$ cat config.mk
export PLATFORM = sky130hd
export DESIGN_NAME = pam_tx_top
export DESIGN_NICKNAME = d
export VERILOG_FILES = /design/src/logic/pam_pkg.sv /design/src/logic/srrc_pkg.sv /design/src/logic/pam_tx_top.sv /design/src/logic/sample_timer.sv /design/src/logic/srrc_tx_filter.sv /design/src/logic/stream_fifo.sv /design/src/logic/tx_ctrl_fsm.sv
export SDC_FILE = /design/constraint.sdc
export NUM_CORES = 1
export LEC_CHECK = 0
export BUFFER_PORTS_ARGS = -buffer_cell sky130_fd_sc_hd__buf_2
export CAP_MARGIN = 10
export CORE_MARGIN = 3
export CORE_UTILIZATION = 40
export DETAILED_ROUTE_END_ITERATION = 6
export MAX_ROUTING_LAYER = met4
export PLACE_DENSITY = 0.6
export SYNTH_ARGS = -nofsm -noshare
export SYNTH_HDL_FRONTEND = slang
export SYNTH_SLANG_ARGS = --single-unit
export TNS_END_PERCENT = 1
$ cat constraint.sdc
create_clock -name clk -period 7.6 [get_ports clk]
set_input_delay 1.52 -clock clk [delete_from_list [all_inputs] [get_ports clk]]
set_output_delay 1.52 -clock clk [all_outputs]
set_load 0.03 [all_outputs]
$ cat src/logic/pam_pkg.sv
package pam_pkg;

    // Symbol code held in the filter history
    typedef enum logic [2:0] {
        SYM_ZERO = 3'd0,
        SYM_N2   = 3'd1,
        SYM_N1   = 3'd2,
        SYM_P1   = 3'd3,
        SYM_P2   = 3'd4
    } sym_code_t;

    // Input symbol stream payload
    typedef struct packed {
        logic [1:0] dibit;
        logic       last;
    } dibit_in_t;

    localparam int IN_FIFO_DEPTH = 4;

    // Gray order so neighbouring levels differ in one bit
    function automatic sym_code_t gray_map(input logic [1:0] dibit);
        sym_code_t code;
        case (dibit)
            2'b00:   code = SYM_N2;
            2'b01:   code = SYM_N1;
            2'b11:   code = SYM_P1;
            default: code = SYM_P2;
        endcase
        return code;
    endfunction

    // Amplitude of each code with none for the flush symbol
    function automatic int sym_level(input sym_code_t code);
        int level;
        case (code)
            SYM_N2:  level = -3;
            SYM_N1:  level = -1;
            SYM_P1:  level = 1;
            SYM_P2:  level = 3;
            default: level = 0;
        endcase
        return level;
    endfunction

endpackage

$ cat src/logic/srrc_pkg.sv
package srrc_pkg;
    import pam_pkg::*;

    // Filter geometry
    localparam int OSR       = 4;
    localparam int SPAN_SYMS = 8;
    localparam int NUM_COEFS = SPAN_SYMS * OSR;
    localparam int PHASE_W   = $clog2(OSR);

    // Datapath widths
    localparam int COEF_W   = 16;
    localparam int PROD_W   = 18;
    localparam int SAMPLE_W = PROD_W + 3;

    localparam int OUT_FIFO_DEPTH = 4;

    typedef logic signed [COEF_W-1:0] coef_t;
    typedef logic signed [PROD_W-1:0] prod_t;
    typedef coef_t coef_tbl_t [NUM_COEFS];
    typedef prod_t prod_tbl_t [NUM_COEFS];

    // Unit SRRC with rolloff 0.35 and a peak of 2^14 at index 16
    // Index k*OSR+p is tap p of the symbol k slots back
    localparam coef_tbl_t SRRC_COEF = '{
        31, 199, 143, -143, -381, -221, 383, 977,
        854, -329, -2022, -2820, -1267, 3096, 9089, 14325,
        16384, 14325, 9089, 3096, -1267, -2820, -2022, -329,
        854, 977, 383, -221, -381, -143, 143, 199
    };

    // Builds one product table for a given symbol level
    function automatic prod_tbl_t scale_coefs(input int level);
        prod_tbl_t tbl;
        for (int i = 0; i < NUM_COEFS; i++) begin
            tbl[i] = prod_t'(level * int'(SRRC_COEF[i]));
        end
        return tbl;
    endfunction

    // Precomputed products with one table per nonzero level
    localparam prod_tbl_t PROD_P2 = scale_coefs(sym_level(SYM_P2));
    localparam prod_tbl_t PROD_P1 = scale_coefs(sym_level(SYM_P1));
    localparam prod_tbl_t PROD_N1 = scale_coefs(sym_level(SYM_N1));
    localparam prod_tbl_t PROD_N2 = scale_coefs(sym_level(SYM_N2));

    // Output sample stream payload
    typedef struct packed {
        logic signed [SAMPLE_W-1:0] value;
        logic                       last;
    } sample_out_t;

endpackage

$ cat src/logic/pam_tx_top.sv
module pam_tx_top (
    input  logic                  clk,
    input  logic                  reset,
    input  logic                  in_valid,
    output logic                  in_ready,
    input  pam_pkg::dibit_in_t    in_data,
    output logic                  out_valid,
    input  logic                  out_ready,
    output srrc_pkg::sample_out_t out_data
);
    import pam_pkg::*;
    import srrc_pkg::*;

    logic                 sym_valid;
    logic                 sym_ready;
    dibit_in_t            sym_data;
    logic [2:0]           out_free;
    logic [PHASE_W-1:0]   phase;
    logic                 sym_strobe;
    logic                 timer_run;
    logic                 step;
    logic                 shift;
    sym_code_t            new_sym;
    logic                 last_mark;
    logic                 res_valid;
    logic                 res_ready;
    sample_out_t          res_data;

    stream_fifo #(
        .payload_t (dibit_in_t),
        .DEPTH     (IN_FIFO_DEPTH)
    ) u_in_fifo (
        .clk      (clk),
        .reset    (reset),
        .wr_valid (in_valid),
        .wr_ready (in_ready),
        .wr_data  (in_data),
        .rd_valid (sym_valid),
        .rd_ready (sym_ready),
        .rd_data  (sym_data),
        .free     ()
    );

    sample_timer u_timer (
        .clk        (clk),
        .reset      (reset),
        .run        (timer_run),
        .phase      (phase),
        .sym_strobe (sym_strobe)
    );

    tx_ctrl_fsm u_ctrl (
        .clk        (clk),
        .reset      (reset),
        .sym_valid  (sym_valid),
        .sym_ready  (sym_ready),
        .sym_data   (sym_data),
        .out_free   (out_free),
        .phase      (phase),
        .sym_strobe (sym_strobe),
        .timer_run  (timer_run),
        .step       (step),
        .shift      (shift),
        .new_sym    (new_sym),
        .last_mark  (last_mark)
    );

    srrc_tx_filter u_filter (
        .clk       (clk),
        .reset     (reset),
        .step      (step),
        .shift     (shift),
        .phase     (phase),
        .new_sym   (new_sym),
        .last_mark (last_mark),
        .res_valid (res_valid),
        .res_data  (res_data)
    );

    // Room is reserved through out_free so a filter result never waits
    stream_fifo #(
        .payload_t (sample_out_t),
        .DEPTH     (OUT_FIFO_DEPTH)
    ) u_out_fifo (
        .clk      (clk),
        .reset    (reset),
        .wr_valid (res_valid),
        .wr_ready (res_ready),
        .wr_data  (res_data),
        .rd_valid (out_valid),
        .rd_ready (out_ready),
        .rd_data  (out_data),
        .free     (out_free)
    );

    // Every filter result finds a slot in the output FIFO
    a_out_room: assert property (@(posedge clk) disable iff (reset)
        res_valid |-> res_ready)
        else $error("pam_tx_top: filter result dropped at a full output FIFO");

endmodule

$ cat src/logic/sample_timer.sv
module sample_timer (
    input  logic                         clk,
    input  logic                         reset,
    input  logic                         run,
    output logic [srrc_pkg::PHASE_W-1:0] phase,
    output logic                         sym_strobe
);
    import srrc_pkg::*;

    // Modulo OSR phase that freezes while the pipeline stalls
    always_ff @(posedge clk or posedge reset) begin
        if (reset) begin
            phase <= '0;
        end else if (run) begin
            if (phase == PHASE_W'(OSR - 1)) begin
                phase <= '0;
            end else begin
                phase <= phase + 1'b1;
            end
        end
    end

    // Symbol boundary on the first phase of an advancing cycle
    assign sym_strobe = run && (phase == '0);

endmodule

$ cat src/logic/srrc_tx_filter.sv
module srrc_tx_filter (
    input  logic                         clk,
    input  logic                         reset,
    input  logic                         step,
    input  logic                         shift,
    input  logic [srrc_pkg::PHASE_W-1:0] phase,
    input  pam_pkg::sym_code_t           new_sym,
    input  logic                         last_mark,
    output logic                         res_valid,
    output srrc_pkg::sample_out_t        res_data
);
    import pam_pkg::*;
    import srrc_pkg::*;

    sym_code_t                  hist [SPAN_SYMS];
    sym_code_t                  eff  [SPAN_SYMS];
    prod_t                      prod [SPAN_SYMS];
    logic signed [SAMPLE_W-1:0] sum;

    // Picks the product for one slot from the table of its level
    function automatic prod_t lookup(input sym_code_t code, input int idx);
        prod_t p;
        case (code)
            SYM_P2:  p = PROD_P2[idx];
            SYM_P1:  p = PROD_P1[idx];
            SYM_N1:  p = PROD_N1[idx];
            SYM_N2:  p = PROD_N2[idx];
            default: p = '0;
        endcase
        return p;
    endfunction

    // History as seen by this sample
    // On a boundary the new symbol is already in slot 0
    always_comb begin
        eff[0] = shift ? new_sym : hist[0];
        for (int k = 1; k < SPAN_SYMS; k++) begin
            eff[k] = shift ? hist[k-1] : hist[k];
        end
    end

    always_ff @(posedge clk or posedge reset) begin
        if (reset) begin
            for (int k = 0; k < SPAN_SYMS; k++) begin
                hist[k] <= SYM_ZERO;
            end
        end else if (step && shift) begin
            for (int k = 0; k < SPAN_SYMS; k++) begin
                hist[k] <= eff[k];
            end
        end
    end

    // Slot k uses tap k*OSR plus the current phase
    always_comb begin
        sum = '0;
        for (int k = 0; k < SPAN_SYMS; k++) begin
            prod[k] = lookup(eff[k], k * OSR + int'(phase));
            sum     = sum + prod[k];
        end
    end

    always_ff @(posedge clk or posedge reset) begin
        if (reset) begin
            res_valid <= 1'b0;
        end else begin
            res_valid <= step;
        end
    end

    // Sample held until the next step
    always_ff @(posedge clk) begin
        if (step) begin
            res_data.value <= sum;
            res_data.last  <= last_mark;
        end
    end

    // Controller only moves the history together with a sample
    a_shift_with_step: assert property (@(posedge clk) disable iff (reset)
        shift |-> step)
        else $error("srrc_tx_filter: shift without step");

endmodule

$ cat src/logic/stream_fifo.sv
module stream_fifo #(
    parameter type payload_t = logic,
    parameter int  DEPTH     = 4
) (
    input  logic       clk,
    input  logic       reset,
    input  logic       wr_valid,
    output logic       wr_ready,
    input  payload_t   wr_data,
    output logic       rd_valid,
    input  logic       rd_ready,
    output payload_t   rd_data,
    output logic [2:0] free
);

    localparam int PTR_W = (DEPTH > 1) ? $clog2(DEPTH) : 1;
    localparam int CNT_W = $clog2(DEPTH + 1);

    payload_t         mem [DEPTH];
    logic [PTR_W-1:0] rd_ptr;
    logic [PTR_W-1:0] wr_ptr;
    logic [CNT_W-1:0] count;
    logic             do_wr;
    logic             do_rd;

    function automatic logic [PTR_W-1:0] next_ptr(input logic [PTR_W-1:0] ptr);
        return (ptr == PTR_W'(DEPTH - 1)) ? '0 : ptr + 1'b1;
    endfunction

    // A full FIFO still takes a write when the head leaves on the same edge
    assign wr_ready = (count != CNT_W'(DEPTH)) || rd_ready;
    assign rd_valid = (count != '0);
    assign do_wr    = wr_valid && wr_ready;
    assign do_rd    = rd_valid && rd_ready;
    assign rd_data  = mem[rd_ptr];
    assign free     = 3'(DEPTH - int'(count));

    always_ff @(posedge clk) begin
        if (do_wr) begin
            mem[wr_ptr] <= wr_data;
        end
    end

    always_ff @(posedge clk or posedge reset) begin
        if (reset) begin
            rd_ptr <= '0;
            wr_ptr <= '0;
            count  <= '0;
        end else begin
            if (do_wr) begin
                wr_ptr <= next_ptr(wr_ptr);
            end
            if (do_rd) begin
                rd_ptr <= next_ptr(rd_ptr);
            end
            case ({do_wr, do_rd})
                2'b10:   count <= count + 1'b1;
                2'b01:   count <= count - 1'b1;
                default: count <= count;
            endcase
        end
    end

    // Write side wraps onto the head exactly when the buffer is full
    a_full_ptr_match: assert property (@(posedge clk) disable iff (reset)
        (count == CNT_W'(DEPTH)) |-> (wr_ptr == rd_ptr))
        else $error("stream_fifo: write side overran the read side");

    a_count_bound: assert property (@(posedge clk) disable iff (reset)
        count <= CNT_W'(DEPTH))
        else $error("stream_fifo: occupancy above depth");

endmodule

$ cat src/logic/tx_ctrl_fsm.sv
module tx_ctrl_fsm (
    input  logic                         clk,
    input  logic                         reset,
    input  logic                         sym_valid,
    output logic                         sym_ready,
    input  pam_pkg::dibit_in_t           sym_data,
    input  logic [2:0]                   out_free,
    input  logic [srrc_pkg::PHASE_W-1:0] phase,
    input  logic                         sym_strobe,
    output logic                         timer_run,
    output logic                         step,
    output logic                         shift,
    output pam_pkg::sym_code_t           new_sym,
    output logic                         last_mark
);
    import pam_pkg::*;
    import srrc_pkg::*;

    localparam int FLUSH_W = $clog2(SPAN_SYMS + 1);

    typedef enum logic [1:0] {
        IDLE,
        RUN,
        FLUSH
    } state_t;

    state_t             state;
    state_t             state_nxt;
    logic [FLUSH_W-1:0] flush_cnt;
    logic               active;
    logic               have_sym;

    assign active = (state == RUN) || (state == FLUSH);

    // Flush zeros are always at hand while real symbols come from the FIFO
    assign have_sym = (state == FLUSH) || sym_valid;

    // Two free slots since one sample may still sit in the filter register
    assign timer_run = active && ((phase != '0) || have_sym) && (out_free >= 3'd2);
    assign step      = timer_run;
    assign shift     = sym_strobe && active;
    assign sym_ready = sym_strobe && (state == RUN);
    assign new_sym   = (state == RUN) ? gray_map(sym_data.dibit) : SYM_ZERO;

    // Final phase of the last flush symbol
    assign last_mark = step && (state == FLUSH) && (flush_cnt == FLUSH_W'(SPAN_SYMS))
                       && (phase == PHASE_W'(OSR - 1));

    always_comb begin
        state_nxt = state;
        case (state)
            IDLE: begin
                if (sym_valid) begin
                    state_nxt = RUN;
                end
            end
            RUN: begin
                if (sym_ready && sym_valid && sym_data.last) begin
                    state_nxt = FLUSH;
                end
            end
            FLUSH: begin
                if (last_mark) begin
                    state_nxt = IDLE;
                end
            end
            default: state_nxt = IDLE;
        endcase
    end

    always_ff @(posedge clk or posedge reset) begin
        if (reset) begin
            state     <= IDLE;
            flush_cnt <= '0;
        end else begin
            state <= state_nxt;
            if (state != FLUSH) begin
                flush_cnt <= '0;
            end else if (shift) begin
                flush_cnt <= flush_cnt + 1'b1;
            end
        end
    end

    // A boundary in RUN always has a real symbol to pop
    a_run_shift_pops: assert property (@(posedge clk) disable iff (reset)
        (shift && (state == RUN)) |-> sym_valid)
        else $error("tx_ctrl_fsm: symbol boundary in RUN with no symbol to pop");

    // Burst ends on a symbol boundary with the timer back at phase 0
    a_burst_end: assert property (@(posedge clk) disable iff (reset)
        last_mark |=> (state == IDLE) && (phase == '0))
        else $error("tx_ctrl_fsm: burst did not end on a symbol boundary");

endmodule

==> results.ini, run 1 <==
[status]
outcome = completed

[setup_path]
crit_path_end_kind = flip-flop
path_common_cell = inv_2
cpMaxStageDelayCell = fa_1
worst_setup_path_start_kind = flip-flop
crit_fanout = 6
slowest_delay_ns = 0.61
crit_buf_inv = 6
required_ns = 7.88
arrival_ns = 7.87
criticalPathCategory = flip-flop to flip-flop
crit_family = adder cells

[placed_design]
dp.final_hpwl_um = 27160
dpl_worst_slack_ns = -0.4912
routabilityCongestion = 0.9414
io_buffers = 30

[logic_synthesis]
synth_area_um2 = 13860
syn-num-nets = 1483
synth_top_cell_area_share = 0.2643
yosysUniqueCellTypes = 83
synth_area_leaders = edfxtp_1, fa_1, dfrtp_1
synth_cells = 1322
async_reset_ff_frac = 0.2781
yosysTopAreaCell = edfxtp_1
synth_ff_type = edfxtp_1
yosysWarnings = 0
ys_seq_area_frac = 0.3492
avgSynthCellArea_um2 = 10.48
ys_seq_elements = 169
synth_edf_count = 122

[clock_tree]
cts_tree = built
cts-root-buf = clkbuf_16
clk_latency_ns = 0.44
cts_made_buffers = 17
htree_num_levels = 4
clkTransAtPathRegs_ns = 0.07
cts_hold_buf = 0
clock_sinks = 169
cts_buffer_depth = 2

[global_route]
grt_pass1_wl_um = 58150
overflow = 0
grt_antenna_before_repair = 0
grt.total_usage = 0.2076
grt_pass1_vias = 10610
grt_max_degree = 48

[drt]
vias = 10640
drt-total-wl_um = 35810
initialDrtViolationCount = 779
drc = 0
viasPerCell = 5.407
ant_nets = 0
drt-wirelength-per-cell_um = 18.19
firstDrtPassIters = 5

[timing]
post-route-min-period_ns = 7.593
relSlewSlack = 0.2496
rsz0062_at_grt = true
whs_ns = 0.4935
max_freq_mhz = 131.7
drv_slew = 0
fin_crit_sh = 0.9991
finalClockSkew_ns = 0.008327
hold_violations = 0
worst_slew_pin_slew_ns = 1.126
layout_setup_ws_ns = 0.007125
setup_violations = 0
finalSetupTns_ns = 0

[die]
die_x_um = 192.2
die-area_um2 = 36920
core_um2 = 33870
rows = 67
initial_core_util = 0.4093
die_h_um = 192.2
io_pins = 31

[final_layout]
final_cell_mix = buf_4, inv_1, edfxtp_1
diodes = 0
final_common_cell = buf_4
drive_above_1_share = 0.2783
fillCellCount = 3079
area_growth_pct = 21.70
multiInputGateArea_um2 = 8522
seqCellArea_um2 = 4840
nets = 1668

[job]
maxCapViolations = 0

[worst_hold_path]
hold_class = flip-flop to flip-flop

==> cells in the mapped netlist, types with 10 or more instances <==
cell type  count
xnor2_1       49
o21ai_0       73
mux2i_1       22
inv_1        160
a21oi_1       74
fa_1          94
ha_1          60
xor2_1        18
o22ai_1       16
dfrtp_1       47
and3_1        10
nand2b_1      14
a22oi_1       14
and2_1        10
a21o_1        19
mux4_2        25
nand2_1       92
mux2_2        23
inv_2         10
a211oi_1      14
nor3_1        20
buf_2         13
clkbuf_1      36
nor2_1        81
mux2i_4       10
edfxtp_1     122
a31oi_1       17
nand3_1       16
==> routing by layer <==
layer,global-route usage,wire (um)
met1,0.2751,15950
met3,0.02847,1857
met4,0.06893,983
met5,-,0
met2,0.3306,17020
==> worst paths after layout <==
path | cells past startpoint | slack [ns] | end | start
max in group asynchronous | 3 | 5.88 | u_filter.hist[3]$_DFFE_PP0P_ | reset
min | 0 | 0.49 | u_out_fifo.mem[2][7]$_DFFE_PP_ | u_filter.res_data[7]$_DFFE_PP_
max | 32 | 0.007 | u_filter.res_data[21]$_DFFE_PP_ | u_out_fifo.count[1]$_DFFE_PP0P_
min in group asynchronous | 3 | 1.25 | u_out_fifo.rd_ptr[0]$_DFFE_PP0P_ | reset
min reg2reg | 0 | 0.49 | u_out_fifo.mem[2][7]$_DFFE_PP_ | u_filter.res_data[7]$_DFFE_PP_
max reg2reg | 32 | 0.007 | u_filter.res_data[21]$_DFFE_PP_ | u_out_fifo.count[1]$_DFFE_PP0P_
==> registers in the layout, summed over array words and instances (netlist names), 3 cells and up <==
signal	cells
u_ctrl.flush_cnt	4
u_filter.hist	24
u_filter.res_data	22
u_in_fifo.count	3
u_in_fifo.mem	12
u_out_fifo.count	3
u_out_fifo.mem	88
==> layout make-up <==
class	count	area share
clock buffer	17	0.02522
multi-input combinational	919	0.5052
clock inverter	15	0.009346
tap	448	0.03323
timing repair buffer	227	0.1015
inverter	173	0.03857
sequential	169	0.2869
==> timing repair <==
| item | CTS | global route |
|---|---|---|
| gates resized for setup | 37 | 62 |
| endpoints found under the setup margin | 9 | 10 |
| pin swaps | 23 | 46 |
| setup buffers | 14 | 14 |
| cloned | 2 | 0 |
==> kinds of logic (layout without fill, tap and decap cells) <==
family / count (synthesis) / in the layout / synth area share
AND/OR/NAND/NOR: 285 / 285 / 0.09839
XOR/XNOR: 67 / 67 / 0.04234
flip-flops: 169 / 169 / 0.3492
buffers and inverters: 235 / 432 / 0.06906
multiplexers: 88 / 89 / 0.09939
adder cells (fa/ha/maj): 154 / 154 / 0.1899
AO/OA/AOI/OAI: 324 / 324 / 0.1517
==> per-stage QoR <==
stage               utilization  cells  instance area [um^2]
finish                   0.4981   1968                 16870
CTS                      0.4861   1954                 16460
floorplan                     -   1322                 13890
detailed placement       0.4606   1906                 15600
global placement         0.4606   1906                 15600
global route             0.4981   1968                 16870
Power of run 1 is left out: the tool's default activity adds up to more than one toggle a clock period on the data nets, which glitch-free logic cannot reach.
==> inputs of run 2 (changes only) <==
- BUFFER_PORTS_ARGS: -buffer_cell sky130_fd_sc_hd__buf_2 -> -buffer_cell sky130_fd_sc_hd__buf_4
==> run 2 against run 1 <==
Effect of this change: worst setup slack better by 0.067 ns; final area up 0.87%; critical path depth is 2 higher; clock-buffer cell count rose by 1; routed wire length grew 4.7%; die area stayed put; worst hold slack improved by 0.0022 ns; non-clock buffer count is 4 lower; core utilization increased by 0.43 points; clock skew is 0.011 ns higher; critical path type unchanged.
==> results.ini, run 2 (synthesis gave the netlist of run 1 again) <==
[timing]
rsz0062_at_grt = true  ; unchanged
drv_slew = 0  ; unchanged
setup_violations = 0  ; unchanged
post-route-min-period_ns = 7.526  ; was 7.593 ns
finalClockSkew_ns = 0.01954  ; was 0.008327 ns
relSlewSlack = 0.2336  ; was 0.2496
fin_crit_sh = 0.9903  ; was 0.9991
hold_violations = 0  ; unchanged
worst_slew_pin_slew_ns = 1.150  ; was 1.126 ns
whs_ns = 0.4957  ; was 0.4935 ns
max_freq_mhz = 132.9  ; was 131.7 MHz
finalSetupTns_ns = 0  ; unchanged

[job]
maxCapViolations = 0  ; unchanged

[global_route]
grt_pass1_vias = 10783  ; was 10610
grt_pass1_wl_um = 59440  ; was 58150 um
overflow = 0  ; unchanged
grt.total_usage = 0.2126  ; was 0.2076
grt_antenna_before_repair = 0  ; unchanged
grt_max_degree = 48  ; unchanged

[setup_path]
cpMaxStageDelayCell = fa_1  ; unchanged
path_common_cell = inv_2  ; unchanged
reg2reg_slack_ns = 0.07  ; was 0.007 ns
slowest_delay_ns = 0.51  ; was 0.61 ns
required_ns = 7.86  ; was 7.88 ns
reg2regPathDepth = 34  ; was 32
arrival_ns = 7.79  ; was 7.87 ns
crit_path_end_kind = flip-flop  ; unchanged
r2r_start = u_out_fifo.count[1]$_DFFE_PP0P_  ; unchanged
rr_endpoint = u_filter.res_data[21]$_DFFE_PP_  ; unchanged
worst_setup_path_start_kind = flip-flop  ; unchanged
crit_fanout = 8  ; was 6
criticalPathCategory = flip-flop to flip-flop  ; unchanged

[drt]
initialDrtViolationCount = 777  ; was 779
drt-wirelength-per-cell_um = 19.10  ; was 18.19 um
vias = 10793  ; was 10640
viasPerCell = 5.495  ; was 5.407
drt-total-wl_um = 37500  ; was 35810 um
firstDrtPassIters = 5  ; unchanged
drc = 0  ; unchanged
ant_nets = 0  ; unchanged

[final_layout]
area_growth_pct = 22.76  ; was 21.70%
diodes = 0  ; unchanged
final_common_cell = buf_4  ; unchanged
drive_above_1_share = 0.2869  ; was 0.2783
final_cell_mix = buf_4, inv_1, edfxtp_1  ; unchanged
top_register = u_out_fifo.mem  ; unchanged
top_regs = u_out_fifo.mem (88), u_filter.hist (24), u_filter.res_data (22)  ; unchanged
largest_reg_flops = 88  ; unchanged
nets = 1664  ; was 1668

[clock_tree]
cts_made_buffers = 17  ; unchanged
cts_tree = built  ; unchanged
clkTransAtPathRegs_ns = 0.07  ; about the same
clk_latency_ns = 0.44  ; about the same
htree_num_levels = 4  ; unchanged
cts-root-buf = clkbuf_16  ; unchanged
clock_sinks = 169  ; unchanged
cts_hold_buf = 0  ; unchanged
cts_buffer_depth = 2  ; unchanged

[placed_design]
io_buffers = 30  ; unchanged
routabilityCongestion = 0.9476  ; was 0.9414
dp.final_hpwl_um = 27770  ; was 27160 um

[die]
die_x_um = 192.2  ; unchanged
rows = 67  ; unchanged
die-area_um2 = 36920  ; unchanged
die_h_um = 192.2  ; unchanged
io_pins = 31  ; unchanged
initial_core_util = 0.4093  ; unchanged
core_um2 = 33870  ; unchanged

[status]
outcome = completed  ; unchanged

[worst_hold_path]
min_to = u_out_fifo.mem[2][15]$_DFFE_PP_  ; was u_out_fifo.mem[2][7]$_DFFE_PP_
hp-start = u_filter.res_data[15]$_DFFE_PP_  ; was u_filter.res_data[7]$_DFFE_PP_
hold_depth = 0  ; unchanged
hold_class = flip-flop to flip-flop  ; unchanged

## run 2: timing repair
action / 4_1_cts / 5_1_grt
setup buffers: 6 / 13
setup endpoints to repair: 10 / 11
resized for setup: 27 / 92
gates cloned: 1 / 2
pin swaps: 15 / 51
## run 2: stage by stage
step           utilization  instances  setup WS [ns]  area (um^2)
6_report            0.5024       1964        0.07375        17020
5_1_grt             0.5024       1964        -0.2200        17020
4_1_cts             0.4859       1949      -0.002915        16460
3_5_place_dp        0.4637       1910        -0.4223        15700
3_3_place_gp        0.4637       1910        -0.2151        15700
2_1_floorplan            -       1322       -0.01183        13890
## run 2: worst max-delay path by stage
stage | start | to | slack (ns) | cells past startpoint
floorplan | u_out_fifo.count[0]$_DFFE_PP0P_ | u_filter.res_data[21]$_DFFE_PP_ | -0.01 | 32
global placement | u_out_fifo.count[0]$_DFFE_PP0P_ | u_filter.res_data[21]$_DFFE_PP_ | -0.22 | 30
detailed placement | u_out_fifo.count[0]$_DFFE_PP0P_ | u_filter.res_data[21]$_DFFE_PP_ | -0.42 | 30
CTS | u_out_fifo.count[0]$_DFFE_PP0P_ | u_filter.res_data[20]$_DFFE_PP_ | -0.003 | 33
global route | u_out_fifo.count[1]$_DFFE_PP0P_ | u_filter.res_data[21]$_DFFE_PP_ | -0.22 | 36
finish | u_out_fifo.count[1]$_DFFE_PP0P_ | u_filter.res_data[21]$_DFFE_PP_ | 0.07 | 34
## run 2: area by class of cell
| cell class | instances | area (um^2) |
|---|---|---|
| Fill cell | 3062 | 16850 |
| Multi-Input combinational cell | 919 | 8589 |
| Sequential cell | 169 | 4841 |
| Timing Repair Buffer | 223 | 1795 |
| Inverter | 173 | 650.6 |
| Tap cell | 448 | 560.5 |
| Clock buffer | 18 | 429.2 |
| Clock inverter | 14 | 148.9 |
## run 2: critical path, delay by kind of cell (launching register included)
family / cells / cell delay (ns)
simple gates: 4 / 0.92
mux: 1 / 0.21
fa+ha+maj: 8 / 2.86
compound gates: 12 / 1.97
flops: 1 / 0.39
xor+xnor: 1 / 0.18
buf+inv: 8 / 0.79
## run 2: routing by layer
layer,share of wire,vias to the layer above,track usage
li1,-,5075,-
met1,0.43,5252,0.2780
met2,0.48,383,0.3407
met3,0.058,83,0.02792
met4,0.033,0,0.07677
met5,0,-,-
Power of run 2 is left out for the same reason.
==> inputs of run 3 (changes only) <==
- SYNTH_HIERARCHICAL: default -> 1
==> run 3 against run 2 <==
Effect of this change: worst hold slack worse by 0.024 ns; first-iteration DRC count down 8.0%; register-to-register slack better by 0.38 ns; flip-flop and latch count unchanged; global-route usage down 3.0 points; area after synthesis down 3.3%.
==> results.ini, run 3 <==
[worst_hold_path]
hold_class = flip-flop to flip-flop  ; unchanged
hold_depth = 1  ; was 0

[final_layout]
drive_above_1_share = 0.1758  ; was 0.2869
nets = 1417  ; was 1664
seqCellArea_um2 = 4840  ; was 4841 um^2
area_growth_pct = 10.56  ; was 22.76%
multiInputGateArea_um2 = 7666  ; was 8589 um^2
top_regs = u_out_fifo/mem (88), u_filter/hist (24), u_filter/res_data (22)  ; was u_out_fifo.mem (88), u_filter.hist (24), u_filter.res_data (22)
top_register = u_out_fifo/mem  ; was u_out_fifo.mem
final_common_cell = inv_1  ; was buf_4
final_cell_mix = inv_1, edfxtp_1, fa_1  ; was buf_4, inv_1, edfxtp_1
diodes = 0  ; unchanged
fillCellCount = 3046  ; was 3062
largest_reg_flops = 88  ; unchanged

[timing]
setup_violations = 0  ; unchanged
post-route-min-period_ns = 7.151  ; was 7.526 ns
drv_slew = 0  ; unchanged
fin_crit_sh = 0.9409  ; was 0.9903
rsz0062_at_grt = false  ; was true
finalClockSkew_ns = 0.01336  ; was 0.01954 ns
max_freq_mhz = 139.8  ; was 132.9 MHz
worst_slew_pin_slew_ns = 1.039  ; was 1.150 ns
finalSetupTns_ns = 0  ; unchanged
relSlewSlack = 0.3055  ; was 0.2336
hold_violations = 0  ; unchanged

[global_route]
overflow = 0  ; unchanged
grt_max_degree = 38  ; was 48
grt_antenna_before_repair = 0  ; unchanged
grt_pass1_wl_um = 50000  ; was 59440 um
grt_pass1_vias = 9144  ; was 10783
grt.total_usage = 0.1828  ; was 0.2126

[die]
initial_core_util = 0.4087  ; was 0.4093
die_h_um = 189.0  ; was 192.2 um
rows = 66  ; was 67
die-area_um2 = 35730  ; was 36920 um^2
die_x_um = 189.0  ; was 192.2 um
core_um2 = 32780  ; was 33870 um^2
io_pins = 31  ; unchanged

[setup_path]
reg2regPathDepth = 27  ; was 34
slowest_delay_ns = 0.55  ; was 0.51 ns
criticalPathCategory = flip-flop to flip-flop  ; unchanged
crit_path_end_kind = flip-flop  ; unchanged
crit_fanout = 23  ; was 8
arrival_ns = 7.30  ; was 7.79 ns
cpMaxStageDelayCell = fa_1  ; unchanged
path_common_cell = fa_1  ; was inv_2
required_ns = 7.75  ; was 7.86 ns
worst_setup_path_start_kind = flip-flop  ; unchanged

[logic_synthesis]
yosysWarnings = 6  ; was 0
synth_area_um2 = 13400  ; was 13860 um^2
synth_cells = 1209  ; was 1322
syn-num-nets = 1376  ; was 1483
avgSynthCellArea_um2 = 11.08  ; was 10.48 um^2

[clock_tree]
clkTransAtPathRegs_ns = 0.07  ; about the same
cts-root-buf = clkbuf_16  ; unchanged
clk_latency_ns = 0.43  ; was 0.44 ns
cts_tree = built  ; unchanged
cts_hold_buf = 0  ; unchanged
clock_sinks = 169  ; unchanged
cts_made_buffers = 17  ; unchanged
htree_num_levels = 4  ; unchanged
cts_buffer_depth = 2  ; unchanged

[job]
maxCapViolations = 0  ; unchanged

[placed_design]
io_buffers = 30  ; unchanged
routabilityCongestion = 0.9318  ; was 0.9476
dp.final_hpwl_um = 23610  ; was 27770 um

[drt]
vias = 9119  ; was 10793
drt-wirelength-per-cell_um = 18.05  ; was 19.10 um
viasPerCell = 5.348  ; was 5.495
drc = 0  ; unchanged
initialDrtViolationCount = 715  ; was 777
drt-total-wl_um = 30780  ; was 37500 um
firstDrtPassIters = 5  ; unchanged
ant_nets = 0  ; unchanged

[status]
outcome = completed  ; unchanged

[run 3: worst max-delay path, delay by kind of cell (launching register included)]
| family | cells | cell delay, ns |
|---|---|---|
| xor+xnor | 1 | 0.17 |
| mux | 1 | 0.42 |
| compound gates | 7 | 1.29 |
| simple gates | 4 | 0.80 |
| flops | 1 | 0.37 |
| buf+inv | 6 | 0.57 |
| fa+ha+maj | 8 | 3.25 |
[run 3: metal layers]
metal / vias to the layer above / track usage / share of wire / routed length [um]
met4: 0 / 0.06502 / 0.035 / 1068
met1: 4484 / 0.2428 / 0.45 / 13930
met2: 267 / 0.2846 / 0.46 / 14300
met3: 62 / 0.03148 / 0.048 / 1474
li1: 4306 / - / - / -
met5: - / - / 0 / 0
[run 3: final cells by class]
cell class / instances / share of cell area
well taps: 442 / 0.03733
inverters: 153 / 0.03877
clock buffers: 19 / 0.02922
multi-input cells: 834 / 0.5175
clock inverters: 13 / 0.009966
repair buffers: 75 / 0.04054
flip-flops and latches: 169 / 0.3267
[run 3: worst paths after layout]
kind                                                 startpoint                         endpoint  slack, ns
max in group asynchronous                                 reset    u_filter/hist[18]$_DFFE_PP0P_       5.61
min in group asynchronous                                 reset     u_timer/phase[0]$_DFFE_PP0P_       0.99
worst min-delay path             u_in_fifo/count[0]$_DFFE_PP0P_   u_in_fifo/count[0]$_DFFE_PP0P_       0.47
worst min register to register   u_in_fifo/count[0]$_DFFE_PP0P_   u_in_fifo/count[0]$_DFFE_PP0P_       0.47
worst max register to register  u_out_fifo/count[0]$_DFFE_PP0P_  u_filter/res_data[15]$_DFFE_PP_       0.45
worst max-delay path            u_out_fifo/count[0]$_DFFE_PP0P_  u_filter/res_data[15]$_DFFE_PP_       0.45
[run 3: metrics by stage]
stage               hold WS (ns)    util  instance area (um^2)  worst slack [ns]  instances
CTS                       0.4759  0.4489                 14720            0.2693       1696
detailed placement        0.4674  0.4312                 14140            0.2895       1664
global route              0.4970  0.4519                 14810          0.007827       1705
floorplan                 0.4375       -                 13410          0.008450       1209
finish                    0.4714  0.4519                 14810            0.4489       1705
global placement          0.4607  0.4312                 14140            0.4471       1664
[run 3: repair_timing]
item | CTS | global route
setup endpoints to repair | 0 | 5
resized for setup | 0 | 3
buffers inserted | 0 | 9
Power of run 3 is left out for the same reason.
